<file path="src/include/spi_read_cfg.svh">
`ifndef SPI_READ_CFG_SVH
`define SPI_READ_CFG_SVH

// clk cycles per sck phase.
`define SCK_HALF 1

// 64-bit words in the flash array, power of two.
`define FLASH_WORDS 1024

// word index width.
`define FLASH_IDX_W ($clog2(`FLASH_WORDS))

// opcode plus 24-bit address.
`define HDR_BITS 32

// one flash word per transfer.
`define DATA_BITS 64

`endif

</file>
<file path="src/rtl/spi_read_pkg.sv">
`default_nettype none

`include "spi_read_cfg.svh"

package spi_read_pkg;

  // plain read, the only opcode the device answers.
  localparam logic [7:0] READ_OP = 8'h03;

  // host request, also the header word sent msb first.
  typedef struct packed {
    logic [7:0]  opcode;
    logic [23:0] addr;
  } host_req_t;

  // master side of the spi bus.
  typedef struct packed {
    logic sck;
    logic cs_n;
    logic mosi;
  } spi_pins_t;

  // controller to serdes.
  typedef struct packed {
    logic load;   // start of a phase.
    logic run;    // frame in progress.
    logic phase;  // 0 header, 1 data.
  } serdes_ctl_t;

  // one flash word, byte 0 holds the lowest address.
  typedef union packed {
    logic [`DATA_BITS-1:0]        dword;
    logic [`DATA_BITS/8-1:0][7:0] bytes;
  } flash_word_u;

endpackage

`default_nettype wire

</file>
<file path="src/rtl/spi_read_ctrl.sv">
`timescale 1ns/100ps
`default_nettype none

module spi_read_ctrl (
  input  wire                        clk,
  input  wire                        reset,
  input  wire                        req,
  input  wire                        done,
  output logic                       ack,
  output logic                       cs_n,
  output spi_read_pkg::serdes_ctl_t  ctl
);

  typedef enum logic [2:0] {
    s_idle,
    s_header,
    s_data,
    s_release,
    s_complete
  } ctrl_state_t;

  ctrl_state_t state_q;
  ctrl_state_t state_d;

  always_comb begin
    state_d = state_q;
    case (state_q)
      s_idle: begin
        if (req) begin
          state_d = s_header;
        end
      end
      s_header: begin
        if (done) begin
          state_d = s_data;
        end
      end
      s_data: begin
        if (done) begin
          state_d = s_release;
        end
      end
      s_release: begin
        state_d = s_complete;  // cs_n high one cycle before ack.
      end
      s_complete: begin
        if (!req) begin
          state_d = s_idle;  // host closed the handshake.
        end
      end
      default: begin
        state_d = s_idle;
      end
    endcase
  end

  always_ff @(posedge clk or posedge reset) begin
    if (reset) begin
      state_q <= s_idle;
    end else begin
      state_q <= state_d;
    end
  end

  // chip select spans both phases.
  assign cs_n = !(state_q == s_header || state_q == s_data);
  // held while the host keeps req high.
  assign ack  = (state_q == s_complete);

  // load lands on the same edge the phase starts, so the phases run back to back.
  always_comb begin
    ctl.load  = (state_q == s_idle && req) || (state_q == s_header && done);
    ctl.run   = (state_q == s_header) || (state_q == s_data);
    ctl.phase = (state_q == s_data) || (state_q == s_header && done);
  end

endmodule

`default_nettype wire

</file>
<file path="config.mk">
export PLATFORM = sky130hd
export DESIGN_NAME = spi_read_ctrl
export DESIGN_NICKNAME = d
export VERILOG_FILES = /design/src/rtl/spi_read_pkg.sv /design/src/rtl/spi_read_ctrl.sv
export VERILOG_INCLUDE_DIRS = /design/src /design/src/include
export SDC_FILE = /design/constraint.sdc
export NUM_CORES = 1
export LEC_CHECK = 0
export ABC_AREA = 1
export BUFFER_PORTS_ARGS = -buffer_cell sky130_fd_sc_hd__buf_2
export CAP_MARGIN = 30
export CORE_AREA = 2 2 39 41
export DETAILED_ROUTE_END_ITERATION = 7
export DIE_AREA = 0 0 41 43
export GPL_TIMING_DRIVEN = 1
export SYNTH_ARGS = -nofsm -noshare
export SYNTH_HDL_FRONTEND = slang
export SYNTH_SLANG_ARGS = --single-unit
</file>
<file path="constraint.sdc">
create_clock -name clk -period 1.9 [get_ports clk]
set_clock_uncertainty 0.1 [all_clocks]
set_input_delay 0.38 -clock clk [delete_from_list [all_inputs] [get_ports clk]]
set_output_delay 0.38 -clock clk [all_outputs]
set_load 0.03 [all_outputs]
</file>
== After elaboration in Yosys (flattened, before gate mapping) ==
Index checks and enable logic that the tools add are counted.
Widths: inputs -> output; s select.
Word-level totals
  flip-flop bits (word level): 3
  input bits: 4
  output and inout bits: 5
  word-level logic and storage cells: 22
Operators by class
  equal/unequal tests: 8
  multiplexer cells: 5
  reduce and logical (&&, ||, !) cells: 8
Operator list (count)
  $pmux 3 s5: 1
  $mux 3: 4
  $ne 2x2->1 const B: 4
  $eq 3x2->1 const B: 2
  $reduce_and 4->1: 1
  $eq 3x1->1 const B: 1
  $eq 3x3->1 const B: 1
  $logic_not 3->1: 1
  $logic_or 1x1->1: 3
  $logic_and 1x1->1: 2
  $logic_not 1->1: 1

== Depth between registers and ports, before layout ==
  depth after elaboration: 3
  depth in mapped cells: 6
  mapped depth without buffers: 6

== Worst setup path before layout ==
No wires, ideal clock.
  path type: register -> output
  from: register state_q[0]
  to: output ack
  arrival: 1.140 ns
  data required time: 1.420 ns
  setup slack: 0.280 ns
  stages on the path, launching flop included: 2
  cell sequence: dfrtp_1 nor3_1
Between the ends
  word-level cells in the longest chain between the ends: 1
RTL lines
  start: declaration: RTL line spi_read_ctrl.sv:22  | ctrl_state_t state_q;
  start signal: assignment: RTL line spi_read_ctrl.sv:59  | state_q <= s_idle;
  start signal: assignment: RTL line spi_read_ctrl.sv:61  | state_q <= state_d;
  $eq 3x3->1: RTL line spi_read_ctrl.sv:68  | assign ack = (state_q == s_complete);
  end: declaration: RTL line spi_read_ctrl.sv:9  | output logic ack,
No other way between the ends.

==> impl_metrics.py <==
metrics = {
    "status": {
        "status": "complete, no violations",
    },
    "routing": {
        "viasPerCell": 3.72,
        "drt.antenna.violating_nets": 0,
        "drt_pass1_iterations": 4,
        "routedWlPerCell_um": 7.83,
        "first_iter_violations": 5,
        "num_vias": 223,
        "routed_wl_um": 470,
        "drc": 0,
    },
    "critical_path": {
        "slowest_stage": "dfrtp_1",
        "worst_ep_arrival_time_ps": 1290,
        "cp_max_fo": 3,
        "end_kind": "output pin",
        "path_class": "register to output pin",
        "critPathTopFamily": "flip-flops",
        "r2r_slack_ps": 720,
        "start_kind": "register",
        "path_buf_inv": 3,
        "timing.rr.start": "state_q[0]",
        "cp_data_required_time_ps": 1420,
        "max_stage_delay_ps": 410,
        "crit_chain": "inv_1 -> nand3_2 -> inv_1 -> nand2_1 -> nand2_1 -> clkbuf_4",
        "crit_start": "state_q[2]",
    },
    "cts": {
        "htree_levels": 1,
        "cts.sinks": 3,
        "clock_latency_ps": 240,
        "cts-root-buf": "clkbuf_4",
        "path_clk_slew_ps": 40,
        "numCtsBuffers": 3,
        "cts_tree": "yes",
        "clock_path_buffers": 2,
    },
    "die": {
        "core-area_mm2": 0.00138,
        "start_util": 0.146,
        "num_rows": 14,
        "die_w_um": 41,
        "fp.dieArea_mm2": 0.00176,
        "die_h_um": 43,
        "pin_count": 9,
    },
    "cells_and_area": {
        "nFillCells": 161,
        "nets": 49,
        "top_register": "state_q",
        "largestRegisters": "state_q (3)",
        "area_growth_pct": 51.6,
        "largest_register_ffs": 3,
        "final_common_cell": "nand2_1",
        "antenna_cells": 0,
        "final_cell_mix": "nand2_1, inv_1, buf_2",
        "drive_gt1_frac": 0.364,
    },
    "sta": {
        "drv_slew": 0,
        "worst_slew_pin_slew_ps": 219,
        "final.setup.worst_slack_ps": 128,
        "fin_crit_sh": 0.933,
        "min_period_ps": 1770,
        "slew-limit-headroom": 0.854,
        "fmax_mhz": 564,
        "finalSetupViolCount": 0,
        "hold_violations": 0,
    },
    "global_routing": {
        "grt_max_degree": 6,
        "grt_pass1_vias": 225,
        "antenna_found_initial": 0,
        "grt_usage": 0.0754,
        "grt_overflow": 0,
        "grt_pass1_wl_um": 800,
    },
    "yosys": {
        "synth_top_area_frac": 0.373,
        "ys_types": 8,
        "synth_fp_nets": 35,
        "synth_area_um2": 201,
        "synth_area_per_cell_um2": 6.50,
        "synth.yosys.warnings": 0,
        "syn_inst": 31,
        "ys_seq_area_frac": 0.373,
        "ys_top_cells_by_area": "dfrtp_1, nand2_1, nand3_1",
        "synth_top_area_cell": "dfrtp_1",
        "ys_seq_elements": 3,
    },
    "pwr": {
        "finalPower_mw": 0.643,
        "leakagePower_nw": 0.189,
        "powerDensity_mw_per_mm2": 2100,
        "max-vdd-ir-drop_mv": 0.523,
    },
    "placement": {
        "place_ws_ps": 352,
        "hpwl_um": 358,
        "place.gp.congestion": 0.725,
        "io_buffers": 8,
    },
    "hold_path": {
        "hold_class": "input port to register",
        "hold_start": "done",
    },
    "flow_run": {
        "drv_cap": 0,
    },
}
[cell type report]
| cell class | instances | area (µm²) | area share |
|---|---|---|---|
| sequential | 3 | 75.1 | 0.246 |
| multi-input combinational | 20 | 101 | 0.332 |
| tap | 16 | 20.0 | 0.0656 |
| clock buffer | 4 | 26.3 | 0.0861 |
| inverter | 8 | 30.0 | 0.0984 |
| timing repair buffer | 9 | 52.6 | 0.172 |
[kinds of logic after synthesis]
kind of cell           Yosys count  share of synthesized area
buffers and inverters            8                      0.149
DFF                              3                      0.373
and+or+nand+nor                 20                      0.478
[final timing paths]
kind	end	cells past startpoint
hold / removal	state_q[1]	3
min in group asynchronous	state_q[2]	3
hold reg to reg	state_q[2]	2
setup / recovery	ctl[0]	6
setup reg to reg	state_q[0]	6
max in group asynchronous	state_q[1]	3
[through the flow]
stage,hold slack [ps],utilization,instances,area (µm²),setup TNS [ps]
floorplan,33.6,-,31,201,0
global placement,147,0.189,55,262,0
detailed placement,149,0.189,55,262,0
CTS,299,0.215,60,298,0
global route,329,0.221,60,305,-6.17
finish,306,0.221,60,305,0
[power by group]
part	switching (mW)	total, mW	leakage (nW)	internal, mW
Combinational	0.269	0.392	0.136	0.123
Clock	0.0356	0.114	0.0150	0.0789
Sequential	0.0434	0.136	0.0384	0.0929
Total	0.348	0.643	0.189	0.295
[cell usage after synthesis]
cell type,number
nor3_1,1
nand2_1,9
inv_1,8
nand2_2,2
nor2_4,1
dfrtp_1,3
nor2_1,1
nand3_1,6
[what timing repair did]
action / CTS / global route
endpoints found under the setup margin: 0 / 2
hold buffers: 1 / 0
hold endpoints to repair: 3 / 0
buffers inserted: 0 / 0
resized for setup: 0 / 3
[layer usage]
metal	global-route usage	routed length (µm)	vias to the layer above
met4	0.0400	0	0
li1	-	-	120
met2	0.0938	207	11
met1	0.0774	216	92
met3	0.0785	47	0
met5	0	0	-
[worst min-delay path, cell delays in order]
cell	delay [ps]
buf_2	90
nand2_1	80
nand2_1	60
Note: power is estimated with default switching activity, not from simulation.
