### src/include/spi_read_cfg.svh
`ifndef SPI_READ_CFG_SVH
`define SPI_READ_CFG_SVH

// clk cycles per sck phase.
`define SCK_HALF 1

// 64-bit words in the flash array, power of two.
`define FLASH_WORDS 1024

// word index width.
`define FLASH_IDX_W ($clog2(`FLASH_WORDS))

// opcode plus 24-bit address.
`define HDR_BITS 32

// one flash word per transfer.
`define DATA_BITS 64

`endif

### src/rtl/spi_read_pkg.sv
`default_nettype none

`include "spi_read_cfg.svh"

package spi_read_pkg;

  // plain read, the only opcode the device answers.
  localparam logic [7:0] READ_OP = 8'h03;

  // host request, also the header word sent msb first.
  typedef struct packed {
    logic [7:0]  opcode;
    logic [23:0] addr;
  } host_req_t;

  // master side of the spi bus.
  typedef struct packed {
    logic sck;
    logic cs_n;
    logic mosi;
  } spi_pins_t;

  // controller to serdes.
  typedef struct packed {
    logic load;   // start of a phase.
    logic run;    // frame in progress.
    logic phase;  // 0 header, 1 data.
  } serdes_ctl_t;

  // one flash word, byte 0 holds the lowest address.
  typedef union packed {
    logic [`DATA_BITS-1:0]        dword;
    logic [`DATA_BITS/8-1:0][7:0] bytes;
  } flash_word_u;

endpackage

`default_nettype wire

### src/rtl/spi_serdes.sv
`timescale 1ns/100ps
`default_nettype none

`include "spi_read_cfg.svh"

module spi_serdes (
  input  wire                           clk,
  input  wire                           reset,
  input  wire spi_read_pkg::serdes_ctl_t ctl,
  input  wire                           cs_n,
  input  wire spi_read_pkg::host_req_t  req_data,
  input  wire                           miso,
  output spi_read_pkg::spi_pins_t       pins,
  output logic                          done,
  output spi_read_pkg::flash_word_u     rdata
);

  import spi_read_pkg::*;

  localparam int DIV_W = $clog2(`SCK_HALF) + 1;
  localparam int POS_W = $clog2(`DATA_BITS);

  logic             sck_r;
  logic             sck_d;
  logic [DIV_W-1:0] div_q;
  logic [POS_W-1:0] bit_q;
  logic [POS_W-1:0] last_bit;
  logic             busy_q;
  logic             tick;
  logic             rx_en;
  host_req_t        tx_q;

  assign tick     = (div_q == DIV_W'(`SCK_HALF - 1));
  assign last_bit = ctl.phase ? POS_W'(`DATA_BITS - 1) : POS_W'(`HDR_BITS - 1);
  // one clk after our own rise, same as the device sees it.
  assign rx_en    = ctl.run & ctl.phase & sck_r & ~sck_d;

  assign pins = '{sck: sck_r, cs_n: cs_n, mosi: tx_q[`HDR_BITS-1]};

  always_ff @(posedge clk or posedge reset) begin
    if (reset) begin
      sck_r  <= 1'b0;
      sck_d  <= 1'b0;
      div_q  <= '0;
      bit_q  <= '0;
      busy_q <= 1'b0;
      done   <= 1'b0;
      tx_q   <= '0;
    end else begin
      sck_d <= sck_r;
      done  <= 1'b0;
      if (ctl.load) begin
        busy_q <= 1'b1;
        bit_q  <= '0;
        div_q  <= '0;
        sck_r  <= 1'b0;
        if (!ctl.phase) begin
          tx_q <= req_data;  // first bit on mosi right away.
        end
      end else if (busy_q && ctl.run) begin
        if (tick) begin
          div_q <= '0;
          sck_r <= ~sck_r;
          if (sck_r) begin
            // falling edge, next bit out.
            tx_q  <= {tx_q[`HDR_BITS-2:0], 1'b0};
            bit_q <= bit_q + POS_W'(1);
            if (bit_q == last_bit) begin
              busy_q <= 1'b0;
              done   <= 1'b1;
            end
          end
        end else begin
          div_q <= div_q + DIV_W'(1);
        end
      end
    end
  end

  // byte lane by bit count, msb first within the byte.
  always_ff @(posedge clk) begin
    if (rx_en) begin
      rdata.bytes[bit_q[POS_W-1:3]][3'd7 - bit_q[2:0]] <= miso;
    end
  end

endmodule

`default_nettype wire

### config.mk
export PLATFORM = sky130hd
export DESIGN_NAME = spi_serdes
export DESIGN_NICKNAME = d
export VERILOG_FILES = /design/src/rtl/spi_read_pkg.sv /design/src/rtl/spi_serdes.sv
export VERILOG_INCLUDE_DIRS = /design/src /design/src/include
export SDC_FILE = /design/constraint.sdc
export NUM_CORES = 1
export LEC_CHECK = 0
export BUFFER_PORTS_ARGS = -buffer_cell sky130_fd_sc_hd__buf_2
export CORE_ASPECT_RATIO = 1.1
export CORE_MARGIN = 4
export CORE_UTILIZATION = 34
export CTS_CLUSTER_DIAMETER = 200
export CTS_CLUSTER_SIZE = 25
export DETAILED_ROUTE_END_ITERATION = 10
export GPL_TIMING_DRIVEN = 0
export PLACE_DENSITY = 0.54
export RECOVER_POWER = 100
export SLEW_MARGIN = 20
export SYNTH_ARGS = -nofsm -noshare
export SYNTH_HDL_FRONTEND = slang
export SYNTH_SLANG_ARGS = --single-unit
### constraint.sdc
create_clock -name clk -period 1.6 [get_ports clk]
set_clock_uncertainty 0.1 [all_clocks]
set_input_delay 0.32 -clock clk [delete_from_list [all_inputs] [get_ports clk]]
set_output_delay 0.32 -clock clk [all_outputs]
set_load 0.03 [all_outputs]
; Word-level counts from Yosys, hierarchy flattened
; Cells that the tools add are included.
[totals]
regBits = 107
in_bits = 39
output_inout_bits = 68
wordCells = 65
[classes]
n_addsub = 3
magnitude_cmp = 4
eq_ne = 3
n_mux = 31
bitwise_logic = 5
n_reduce_logical = 10
[ops]
columns = op, n
row1 = 32-bit 2-to-1 mux, 5
row2 = 64-bit bitwise mux, 1
row3 = 6-bit 2-to-1 mux, 5
row4 = 8-bit demux with 3-bit select, 1
row5 = 1-bit 2-to-1 mux, 17
row6 = "3-bit by 4-bit less-than comparator with 1-bit output, second input constant", 2
row7 = 8-bit 2-to-1 mux, 1
row8 = 4-bit AND reduction, 2
row9 = "6-bit by 1-bit adder with 6-bit output, second input constant", 1
row10 = 6-bit equality test, 1
row11 = "3-bit by 1-bit >= comparator with 1-bit output, second input constant", 2
row12 = 2-bit nonzero test, 3
row13 = "2-bit != test, second input constant", 2
row14 = 1-bit AND, 3
row15 = 1-bit demux with 3-bit select, 1
row16 = 1-bit logical AND, 3
row17 = 3-bit AND reduction, 1
row18 = "3-bit subtractor, first input constant", 1
row19 = 1-bit inverter, 2
row20 = 2-bit AND reduction, 1
row21 = "1-bit adder, second input constant", 1

; Logic depth before layout (Yosys ltp)
[logic_depth]
depth_word = 8
ltp_mapped = 5
ltp_nobuf = 4

; Least setup slack after synthesis
; OpenSTA, ideal clock, no wires.
[synth_path]
kind = register -> register
from = register bit_q[5] (netlist name)
to = register rdata[9] (netlist bit) (enable)
setup_ns = 0.302
t_arrival_ns = 1.265
required_time_ns = 1.198
path_slack_ns = -0.066
path_stages_with_launch = 5
path_buffers = 2
synth_period_minus_slack_ns = 1.666
cell_sequence = dfrtp_1 -> clkbuf_1 -> or3b_2 -> clkbuf_1 -> nor2_1
[synth_lines]
columns = item, line_no
row1 = end: declaration, spi_serdes.sv:15  ; output spi_read_pkg::flash_word_u rdata

; Final worst setup path
[layout_path]
from = register bit_q[1]
to = register busy_q
[layout_between]
elab_chain_len = 3
[layout_lines]
columns = item, line_no
row1 = start: declaration, spi_serdes.sv:26  ; logic [POS_W-1:0] bit_q;
row2 = start signal: assignment, spi_serdes.sv:67  ; bit_q <= bit_q + POS_W'(1);
row3 = 6-bit equality test, spi_serdes.sv:68  ; if (bit_q == last_bit) begin
row4 = 2-bit nonzero test (no source line), -
row5 = 4-bit AND reduction (no source line), -
row6 = end signal: assignment, spi_serdes.sv:46  ; busy_q <= 1'b0;
row7 = end signal: assignment, spi_serdes.sv:53  ; busy_q <= 1'b1;
row8 = end signal: assignment, spi_serdes.sv:69  ; busy_q <= 1'b0;
row9 = end: declaration, spi_serdes.sv:28  ; logic busy_q;
; No other way between the ends.
; A chain may end at the register's enable or synchronous reset.

==> flow_metrics.py <==
metrics = {
    "run_status": {
        "status": "complete, but fails checks",
        "violations": "setup timing",
    },
    "yosys": {
        "yosysWarnings": 0,
        "synth.area.top_cells": "edfxtp_1 (44%), dfrtp_1 (24%), mux2_2 (16%)",
        "synth_cells": 309,
        "avgSynthCellArea_um2": 14.2,
        "synth_most_common_cell": "nor2_1",
        "ys_types": 30,
        "synth_top_area_frac": 0.439,
        "syn-cell-area_mm2": 0.00438,
        "yosys_register_bits": 106,
        "synth_edf_count": 64,
        "async_flop_share": 0.396,
        "post-synth-top-area-cell": "edfxtp_1",
        "ys_seq_area_frac": 0.679,
        "synth-main-ff-cell": "edfxtp_1",
        "synthTopCellsByCount": "nor2_1 (71), edfxtp_1 (64), mux2_2 (63)",
        "syn_nets": 349,
    },
    "placement": {
        "io_buffers": 104,
        "dp_hpwl_um": 6150,
        "routabilityCongestion": 0.683,
        "dp_slack_ns": -0.381,
    },
    "detailed_routing": {
        "vias_per_cell": 4.72,
        "vias": 2829,
        "detail_route.iter0.violations": 210,
        "ant_nets": 0,
        "drc": 0,
        "dr.pass1.iters": 4,
        "drt-total-wl_um": 9270,
        "routedWlPerCell_um": 15.5,
    },
    "global_route": {
        "grt_pass1_vias": 2742,
        "grt.overflow.total": 0,
        "grt_max_degree": 65,
        "antenna_found_initial": 0,
        "track_usage": 0.124,
        "grt_pass1_wl_um": 14200,
    },
    "sta": {
        "rsz0062_at_grt": "true",
        "fmax_mhz": 623,
        "finalSetupViolations": 2,
        "hold_viol": 0,
        "relSlewSlack": 0.292,
        "finalCriticalPeriod_ns": 1.61,
        "slew_viol_final": 0,
        "worstMarginPinSlew_ns": 1.06,
        "tns_ns": -0.00889,
        "setup_ws_ns": -0.00532,
        "fin_crit_sh": 1.00,
    },
    "power_and_ir_drop": {
        "max-vdd-ir-drop_mv": 0.520,
        "p_leak_nw": 2.03,
        "p_per_area_mw_per_mm2": 1070,
    },
    "finish": {
        "areaGrowthSynthToFinish_pct": 32.0,
        "drive_above_1_share": 0.467,
        "fillers": 1196,
        "insertedDiodeCount": 0,
        "nets": 478,
    },
    "job": {
        "drv_cap": 0,
    },
    "worst_setup_path": {
        "endpoint_kind": "register",
        "critPathMaxFanout": 5,
        "worstPathArrival_ns": 1.75,
        "rr_startpoint": "bit_q[1]",
        "startpoint_type": "register",
        "startpoint": "bit_q[1]",
        "worstPathRequired_ns": 1.74,
        "crit_type": "register to register",
    },
    "floorplanning": {
        "chipHeight_um": 127,
        "initial_utilization": 0.348,
        "core-area_mm2": 0.0126,
        "die-area_mm2": 0.0148,
        "rows": 43,
        "top_level_ports": 107,
        "die_w_um": 116,
    },
    "hold_path": {
        "hold_path.startpoint": "req_data[0]",
        "min_path_type": "input pin to register",
    },
    "clock_tree": {
        "clk_pin_slew_ns": 0.07,
        "cts_root_buf": "clkbuf_16",
        "clk_path_buf_depth": 2,
        "numCtsBuffers": 9,
        "cts_tree": "done",
        "h-tree-depth": 3,
        "clock_latency_ns": 0.34,
        "clock-sinks": 106,
    },
}
==> area by class of cell <==
| class | count | area [µm²] | area share |
|---|---|---|---|
| Inverter | 1 | 3.75 | 0.000650 |
| Buffer | 15 | 111 | 0.0193 |
| Sequential cell | 106 | 2980 | 0.515 |
| Timing Repair Buffer | 125 | 619 | 0.107 |
| Tap cell | 157 | 196 | 0.0340 |
| Clock inverter | 7 | 61.3 | 0.0106 |
| Multi-Input combinational cell | 180 | 1580 | 0.274 |
| Clock buffer | 9 | 225 | 0.0390 |
==> sequential cells by signal, summed over array words and instances, names as in the netlist <==
name	cells
rdata	64
tx_q	31
bit_q	6
busy_q	1
done	1
pins	1
sck_d	1
sck_r	1
==> stage by stage <==
step / hold slack, ns / area (µm²) / total power, W / util / std cells
2_1_floorplan: 0.319 / 4410 / 0.00388 / - / 309
3_3_place_gp: 0.381 / 5120 / 0.00405 / 0.407 / 570
3_5_place_dp: 0.228 / 5140 / 0.00408 / 0.409 / 571
4_1_cts: 0.206 / 5580 / 0.00623 / 0.443 / 595
5_1_grt: 0.221 / 5780 / 0.00645 / 0.459 / 600
6_report: 0.221 / 5780 / 0.00616 / 0.459 / 600
==> cell usage in the layout (no fill, tap or decap), types with 2 or more instances in the layout <==
cell type,count
dfrtp_2,3
a21oi_1,3
buf_2,40
xor2_1,4
dfrtp_1,39
nand3_2,2
o21ai_0,3
nor2b_2,2
edfxtp_1,64
inv_6,3
nand3_4,3
nor2_1,32
clkbuf_4,3
mux2_2,63
buf_6,10
nand3b_1,5
or3_2,2
nand4_1,2
clkbuf_2,3
nand3_1,2
clkbuf_16,9
nor2_2,16
nand2_1,5
nor2_4,23
clkbuf_1,69
or3b_4,2
buf_4,13
==> report_power, final <==
part           internal [W]  total (W)  leakage (nW)  switching [W]
logic              0.000450   0.000726         0.810       0.000276
clock network       0.00108    0.00212         0.140        0.00104
registers           0.00318    0.00331          1.08       0.000131
==> routing by layer <==
| layer | routed length, µm | GRT usage | vias up |
|---|---|---|---|
| li1 | - | - | 1351 |
| met5 | 0 | 0 | - |
| met3 | 775 | 0.0393 | 12 |
| met2 | 4310 | 0.190 | 95 |
| met4 | 124 | 0.0410 | 0 |
| met1 | 4060 | 0.167 | 1371 |
==> timing repair <==
item	4_1_cts	5_1_grt
gates cloned	0	1
hold buffers	1	0
gates resized for setup	17	90
pin swaps	1	25
buffers inserted	12	6
endpoints found under the hold margin	16	0
setup endpoints to repair	96	87
==> kinds of logic after synthesis <==
group | Yosys count | synth area share
flops | 106 | 0.679
compound gates | 8 | 0.0103
mux | 65 | 0.167
xor+xnor | 4 | 0.00800
simple gates | 102 | 0.107
buf+inv | 23 | 0.0260
fa+ha+maj | 1 | 0.00286
==> critical path: stages, from the launching register on <==
cell and delay (ns):
dfrtp_2 0.41, ha_1 0.19, nand3_1 0.12, or4b_4 0.51
a21o_1 0.19
==> path summary, 6_finish.rpt <==
check / cells past startpoint / end / slack [ns]
max: 4 / busy_q / -0.005
min: 4 / tx_q[0] / 0.22
max reg2reg: 4 / busy_q / -0.005
min reg2reg: 0 / sck_d / 0.33
max in group asynchronous: 4 / sck_r / 0.22
min in group asynchronous: 3 / tx_q[22] / 0.50
No activity file was read; power rests on OpenSTA's default activity.
