<file path="config.mk">
export PLATFORM = sky130hd
export DESIGN_NAME = flash_cmd_decoder
export DESIGN_NICKNAME = d
export VERILOG_FILES = /design/src/rtl/spi_read_pkg.sv /design/src/rtl/flash_cmd_decoder.sv
export VERILOG_INCLUDE_DIRS = /design/src /design/src/include
export SDC_FILE = /design/constraint.sdc
export NUM_CORES = 1
export LEC_CHECK = 0
export ABC_AREA = 0
export BUFFER_PORTS_ARGS = -buffer_cell sky130_fd_sc_hd__buf_2
export CAP_MARGIN = 25
export CORE_MARGIN = 2
export CORE_UTILIZATION = 54
export DETAILED_ROUTE_END_ITERATION = 8
export PLACE_DENSITY_LB_ADDON = 0.05
export SLEW_MARGIN = 0
export SYNTH_ARGS = -nofsm -noshare
export SYNTH_HDL_FRONTEND = slang
export SYNTH_SLANG_ARGS = --single-unit
export TNS_END_PERCENT = 100
</file>
<file path="constraint.sdc">
create_clock -name clk -period 7.35 [get_ports clk]
set_input_delay 1.47 -clock clk [delete_from_list [all_inputs] [get_ports clk]]
set_output_delay 1.47 -clock clk [all_outputs]
set_load 0.01 [all_outputs]
</file>
<file path="src/include/spi_read_cfg.svh">
`ifndef SPI_READ_CFG_SVH
`define SPI_READ_CFG_SVH

// clk cycles per sck phase.
`define SCK_HALF 1

// 64-bit words in the flash array, power of two.
`define FLASH_WORDS 1024

// word index width.
`define FLASH_IDX_W ($clog2(`FLASH_WORDS))

// opcode plus 24-bit address.
`define HDR_BITS 32

// one flash word per transfer.
`define DATA_BITS 64

`endif

</file>
<file path="src/rtl/spi_read_pkg.sv">
`default_nettype none

`include "spi_read_cfg.svh"

package spi_read_pkg;

  // plain read, the only opcode the device answers.
  localparam logic [7:0] READ_OP = 8'h03;

  // host request, also the header word sent msb first.
  typedef struct packed {
    logic [7:0]  opcode;
    logic [23:0] addr;
  } host_req_t;

  // master side of the spi bus.
  typedef struct packed {
    logic sck;
    logic cs_n;
    logic mosi;
  } spi_pins_t;

  // controller to serdes.
  typedef struct packed {
    logic load;   // start of a phase.
    logic run;    // frame in progress.
    logic phase;  // 0 header, 1 data.
  } serdes_ctl_t;

  // one flash word, byte 0 holds the lowest address.
  typedef union packed {
    logic [`DATA_BITS-1:0]        dword;
    logic [`DATA_BITS/8-1:0][7:0] bytes;
  } flash_word_u;

endpackage

`default_nettype wire

</file>
<file path="src/rtl/flash_cmd_decoder.sv">
`timescale 1ns/100ps
`default_nettype none

`include "spi_read_cfg.svh"

module flash_cmd_decoder (
  input  wire                           clk,
  input  wire                           reset,
  input  wire spi_read_pkg::spi_pins_t  pins,
  input  wire spi_read_pkg::flash_word_u rd_word,
  output logic                          miso,
  output logic                          rd_en,
  output logic [`FLASH_IDX_W-1:0]       rd_index
);

  import spi_read_pkg::*;

  typedef enum logic [1:0] {
    s_cmd,
    s_addr,
    s_data,
    s_ignore
  } dev_state_t;

  dev_state_t              state_q;
  logic                    sck_q;
  logic                    rise;
  logic                    fall;
  logic [5:0]              cnt_q;
  logic [6:0]              op_q;
  logic [`FLASH_IDX_W-1:0] addr_q;
  flash_word_u             word_q;
  flash_word_u             out_word;
  logic                    out_bit;
  logic                    miso_q;

  assign rise = ~pins.cs_n & pins.sck & ~sck_q;
  assign fall = ~pins.cs_n & ~pins.sck & sck_q;

  // strobe on the last header bit, the index is complete by then.
  assign rd_en    = rise && (state_q == s_addr) && (cnt_q == 6'(`HDR_BITS - 1));
  assign rd_index = addr_q;

  // first data bit goes out before word_q holds the word.
  assign out_word = (cnt_q == 6'd0) ? rd_word : word_q;
  assign out_bit  = out_word.bytes[cnt_q[5:3]][3'd7 - cnt_q[2:0]];

  // released line reads high.
  assign miso = miso_q | pins.cs_n;

  always_ff @(posedge clk or posedge reset) begin
    if (reset) begin
      state_q <= s_cmd;
      sck_q   <= 1'b0;
      cnt_q   <= '0;
      miso_q  <= 1'b1;
    end else begin
      sck_q <= pins.sck;
      if (pins.cs_n) begin
        state_q <= s_cmd;
        cnt_q   <= '0;
        miso_q  <= 1'b1;
      end else begin
        case (state_q)
          s_cmd: begin
            if (rise) begin
              cnt_q <= cnt_q + 6'd1;
              if (cnt_q == 6'd7) begin
                state_q <= ({op_q, pins.mosi} == READ_OP) ? s_addr : s_ignore;
              end
            end
          end
          s_addr: begin
            if (rise) begin
              if (cnt_q == 6'(`HDR_BITS - 1)) begin
                state_q <= s_data;
                cnt_q   <= '0;
              end else begin
                cnt_q <= cnt_q + 6'd1;
              end
            end
          end
          s_data: begin
            if (fall) begin
              miso_q <= out_bit;
              cnt_q  <= cnt_q + 6'd1;
            end
          end
          default: begin
            state_q <= s_ignore;  // unsupported opcode, wait for cs_n.
          end
        endcase
      end
    end
  end

  always_ff @(posedge clk) begin
    if (rise && state_q == s_cmd) begin
      op_q <= {op_q[5:0], pins.mosi};
    end
    // stop at address bit 3, keeps the index modulo the array size.
    if (rise && state_q == s_addr && cnt_q <= 6'(`HDR_BITS - 4)) begin
      addr_q <= {addr_q[`FLASH_IDX_W-2:0], pins.mosi};
    end
    if (fall && state_q == s_data && cnt_q == 6'd0) begin
      word_q <= rd_word;
    end
  end

endmodule

`default_nettype wire

</file>
Yosys cells after proc, flatten, opt, wreduce, memory -nomap -nowiden. Index checks and enable logic that the tools add are counted.

Input bits: 69. Word-level logic and storage cells: 66. Register bits: 91. Output and inout bits: 12.

Equality and inequality tests: 11. Mux-type cells: 21. Reduce and logical (&&, ||, !) cells: 14. Add/sub/neg operators: 2. Order comparisons: 3. Bitwise operators: 8.

Operators by type and width (count): $mux 64 (1); $mux 6 (5); $bmux 8 s3 (1); $pmux 6 s3 (1); $ne 3x3->1 const B (5); $mux 2 (6); $eq 8x2->1 const B (1); $lt 3x4->1 const B (2); $mux 8 (1); $add 6x1->6 const B (1); $eq 6x3->1 const B (1); $eq 6x5->1 const B (1); $le 6x5->1 const B (1); $logic_and 1x1->1 (6); $logic_not 6->1 (1); $pmux 2 s3 (1); $reduce_and 5->1 (1); $and 1x1->1 (4); $mux 1 (4); $reduce_and 4->1 (1); $reduce_bool 2->1 (2); $reduce_bool 4->1 (1); $bmux 1 s3 (1); $not 1->1 (3); 7 further kinds (7).

Logic depth before layout (Yosys ltp).
Depth after elaboration: 9. Gate-level depth with buffers: 11. Gate-level depth less buffers: 8.

Worst setup path after synthesis. OpenSTA, ideal clock, no wires.

Path kind: input to register. Start: input pins[1] (netlist bit). End: register word_q[0] (netlist bit) (enable). Arrival time: 6068 ps. Setup slack: 718 ps. Stages on the path: 2. Required time: 6785 ps. Setup time: 565 ps. Path buffers: 1. Cells stage by stage: clkbuf_1 nor3_1.

Cells in the longest elaborated chain, start to end: 5.

Ends and longest elaborated chain: from (decl) (RTL line flash_cmd_decoder.sv:9) `input wire spi_read_pkg::spi_pins_t pins,`; $not 1->1 (RTL line flash_cmd_decoder.sv:38) `assign fall = ~pins.cs_n & ~pins.sck & sck_q;`; $and 1x1->1 (2 in a row) (RTL line flash_cmd_decoder.sv:38); $logic_and 1x1->1 (2 in a row) (RTL line flash_cmd_decoder.sv:105) `if (fall && state_q == s_data && cnt_q == 6'd0) begin`; to (signal assigned) (RTL line flash_cmd_decoder.sv:106) `word_q <= rd_word;`; to (decl) (RTL line flash_cmd_decoder.sv:32) `flash_word_u word_q;`.

Every way passes these cells. A chain may end at the register's enable or synchronous reset.

Worst setup path after layout.
Start: register cnt_q[3]. End: output rd_en.

Cells in the longest elaborated chain, start to end: 2.

Ends and longest elaborated chain: from (decl) (RTL line flash_cmd_decoder.sv:29) `logic [5:0] cnt_q;`; from (signal assigned) (RTL line flash_cmd_decoder.sv:67) `cnt_q <= cnt_q + 6'd1;`; from (signal assigned) (RTL line flash_cmd_decoder.sv:79) `cnt_q <= cnt_q + 6'd1;`; from (signal assigned) (RTL line flash_cmd_decoder.sv:86) `cnt_q <= cnt_q + 6'd1;`; $eq 6x5->1 (RTL line flash_cmd_decoder.sv:41) `` assign rd_en = rise && (state_q == s_addr) && (cnt_q == 6'(`HDR_BITS - 1)); ``; $logic_and 1x1->1 (RTL line flash_cmd_decoder.sv:41); to (decl) (RTL line flash_cmd_decoder.sv:12) `output logic rd_en,`.

Every way passes these cells.

==> flow_summary_export.csv <==
group,metric,value,unit
placed_design,gp_congestion,0.845,
critical_path,crit_arrival,2.22,ns
timing,finalCritPeriodShare,50.2,%
clock_network,cts_root_buffer,"clkbuf_8",
floorplanning,initial_utilization,54.8,%
routing,via_per_inst,5.39,
critical_path,slowest_delay,0.80,ns
clock_network,cts_resized,0,
pwr,sequentialPowerShare,52.1,%
grt,grt_pass1_vias,2295,
clock_network,h-tree-depth,3,
timing,final_max_slew_viol_count,0,
grt,grt_max_degree,65,
clock_network,clk_latency,0.35,ns
pwr,power_frac_clock,28.1,%
timing,slew_headroom,31.4,%
grt,grt_overflow_total,0,
synthesis,async_flop_share,11.0,%
timing,finalHoldViolations,0,
pwr,power.total,0.00117,W
critical_path,required,5.88,ns
grt,grt_first_pass_wirelength,11300,um
clock_network,cts_inserted_buffers,9,
pwr,pwr_density_cell,254,nW/um^2
synthesis,synth-edff-count,81,
synthesis,syn_area,3910,um^2
floorplanning,rows,31,
placed_design,pre_cts_slack,3.79,ns
pwr,switching_share,27.6,%
finish,finish.utilization,64.3,%
critical_path,cp-end-kind,"output pin",
floorplanning,die_w,89.1,um
finish,most-common-layout-cells,"81 x edfxtp_1, 80 x buf_2, 23 x nor2_1",
timing,fin_tns_setup,0,ns
critical_path,cpMaxStageDelayCell,"dfrtp_1",
critical_path,path_buf_inv,1,
synthesis,seq_area_frac_synth,68.6,%
synthesis,syn-num-nets,340,
clock_network,clk_pin_slew,0.09,ns
placed_design,port_buffers,80,
finish,num_antenna_cells,0,
routing,drc,0,
synthesis,yosysUniqueCellTypes,55,
pwr,p_sw,0.000322,W
pwr,vdd_drop_max,0.171,mV
routing,via_count,2430,
finish,nFillCells,574,
job,drv_cap,0,
routing,drt-initial-drc-count,150,
status,outcome,"complete, no violations",
pwr,intPower,0.000844,W
clock_network,cts_tree,"built",
synthesis,synth_area_per_cell,14.7,um^2
pwr,p_comb_share,19.8,%
clock_network,cts.path.max_buffers,2,
timing,timing.final.ws_setup,3.66,ns
finish,area_growth,17.3,%
finish,seqCellArea,2680,um^2
min_path,hold_path.class,"reg -> reg",
grt,antenna_found_initial,0,
pwr,p_leak,1.65,nW
synthesis,yosysWarnings,0,
routing,post_drt_wl_per_cell,16.1,um
timing,rsz0062_at_grt,"no",
clock_network,cts_hold_buf,0,
finish,layout_commonest_cell,"edfxtp_1",
timing,fin_skew,0.0130,ns
routing,detail-route-antenna-nets,0,
critical_path,worstPathMaxFanout,19,
finish,nNetsFinal,422,
critical_path,cp_cell_sequence,"nand2_1 > or3_1 > nor3_1 > buf_2",
timing,finalSetupViolCount,0,
critical_path,startpoint_type,"register",
synthesis,syn_inst,266,
routing,wirelength,7250,um
grt,grt_usage,19.5,%
timing,worst_pin_slew,1.03,ns
floorplanning,core-area,7140,um^2
timing,fin_crit,3.69,ns
finish,layout-drive-gt1-share,32.7,%
clock_network,cts_num_sinks,91,
finish,multi_input_area,1130,um^2
floorplanning,die-area,7940,um^2
floorplanning,io_pins,81,
synthesis,ys.flop_type,"edfxtp_1",
critical_path,critPathKind,"reg -> out",
floorplanning,fp.dieH,89.1,um
timing,fmax,271,MHz
placed_design,hpwl,5030,um
synthesis,ys_seq_elements,91,
critical_path,crit_family,"simple AND/OR/NAND/NOR gates",
routing,drtPass1Iterations,4,
clock_network,postCtsSetupRepairBufs,0,
[synthesized netlist by cell type (3+ instances only)]
cell type  number  share of area, %
inv_1           8              0.77
dfrtp_1         9               5.8
ha_1            5               1.6
nand2_1        15               1.4
edfxtp_1       81                62
nor2b_1         3              0.48
nand3_1         4              0.51
a211oi_1        4              0.77
nor4_1          5              0.80
nor2_1         23               2.2
a21oi_1         9               1.2
nor3b_1         3              0.58
mux4_2          4               2.3
o21ai_0         8               1.0
nand4_1         3              0.48
nor3_1          8               1.0
buf_2           8               1.0
mux2i_1        10               2.6
nand2b_1        7               1.1
a311oi_1        5               1.1
[per-stage QoR]
step,cell area (um^2),hold slack [ns],std cells
after floorplan,3910,0.427,266
after global placement,4390,0.423,435
after detailed placement,4390,0.426,435
after CTS,4580,0.447,450
after global routing,4590,0.464,451
final,4590,0.445,451
[registers in the layout (all words and copies together) (netlist names)]
name      count
op_q          7
miso_q        1
rd_index     10
sck_q         1
state_q       2
cnt_q         6
word_q       64
[worst reg2reg max path: stages, from the launching register on]
cell,delay (ns)
dfrtp_1,0.49
clkinv_1,0.19
ha_1,0.23
nor2b_1,0.71
nand2b_4,0.18
nor3_2,0.18
buf_4,0.62
[power groups by stage]
stage               sequential (W)  combinational (W)  clock (W)
floorplan                 0.000615           0.000178          0
global placement          0.000619           0.000228          0
detailed placement        0.000620           0.000231          0
CTS                       0.000609           0.000232   0.000334
global route              0.000612           0.000255   0.000361
finish                    0.000608           0.000231   0.000328
[final timing paths]
check                                           start                     to  slack [ns]  depth (start not counted)
worst max-delay path             cnt_q[3]$_DFFE_PP0P_                  rd_en        3.66                          4
worst min-delay path            rd_index[8]$_DFFE_PP_  rd_index[9]$_DFFE_PP_        0.44                          0
worst max register to register   cnt_q[0]$_DFFE_PP0P_   word_q[36]$_DFFE_PP_        4.31                          6
worst min register to register  rd_index[8]$_DFFE_PP_  rd_index[9]$_DFFE_PP_        0.44                          0
max in group asynchronous                       reset     miso_q$_DFFE_PP1P_        5.95                          2
min in group asynchronous                       reset        sck_q$_DFF_PP0_        1.08                          2
[cell type report]
type	count	area share, %
repair buffers	84	9.38
flip-flops and latches	91	58.5
multi-input cells	153	24.6
clock buffers	9	2.70
inverters	9	0.736
clock inverters	6	1.44
well taps	99	2.70
[layer usage]
layer | share of wire [%] | vias up | GRT usage (%)
li1 | - | 1190 | -
met1 | 46 | 1160 | 28.6
met2 | 47 | 75 | 29.2
met3 | 5.9 | 5 | 5.08
met4 | 0.75 | 0 | 5.70
met5 | 0 | - | 0
[logic make-up after synthesis]
family	Yosys count	synth area share, %
flip-flops	91	68.6
XOR/XNOR	2	0.448
AO/OA/AOI/OAI	44	8.00
buffers and inverters	22	2.85
AND/OR/NAND/NOR	84	11.7
multiplexers	18	6.78
adder cells (fa/ha/maj)	5	1.60
Note: power is estimated with default switching activity, not from simulation.
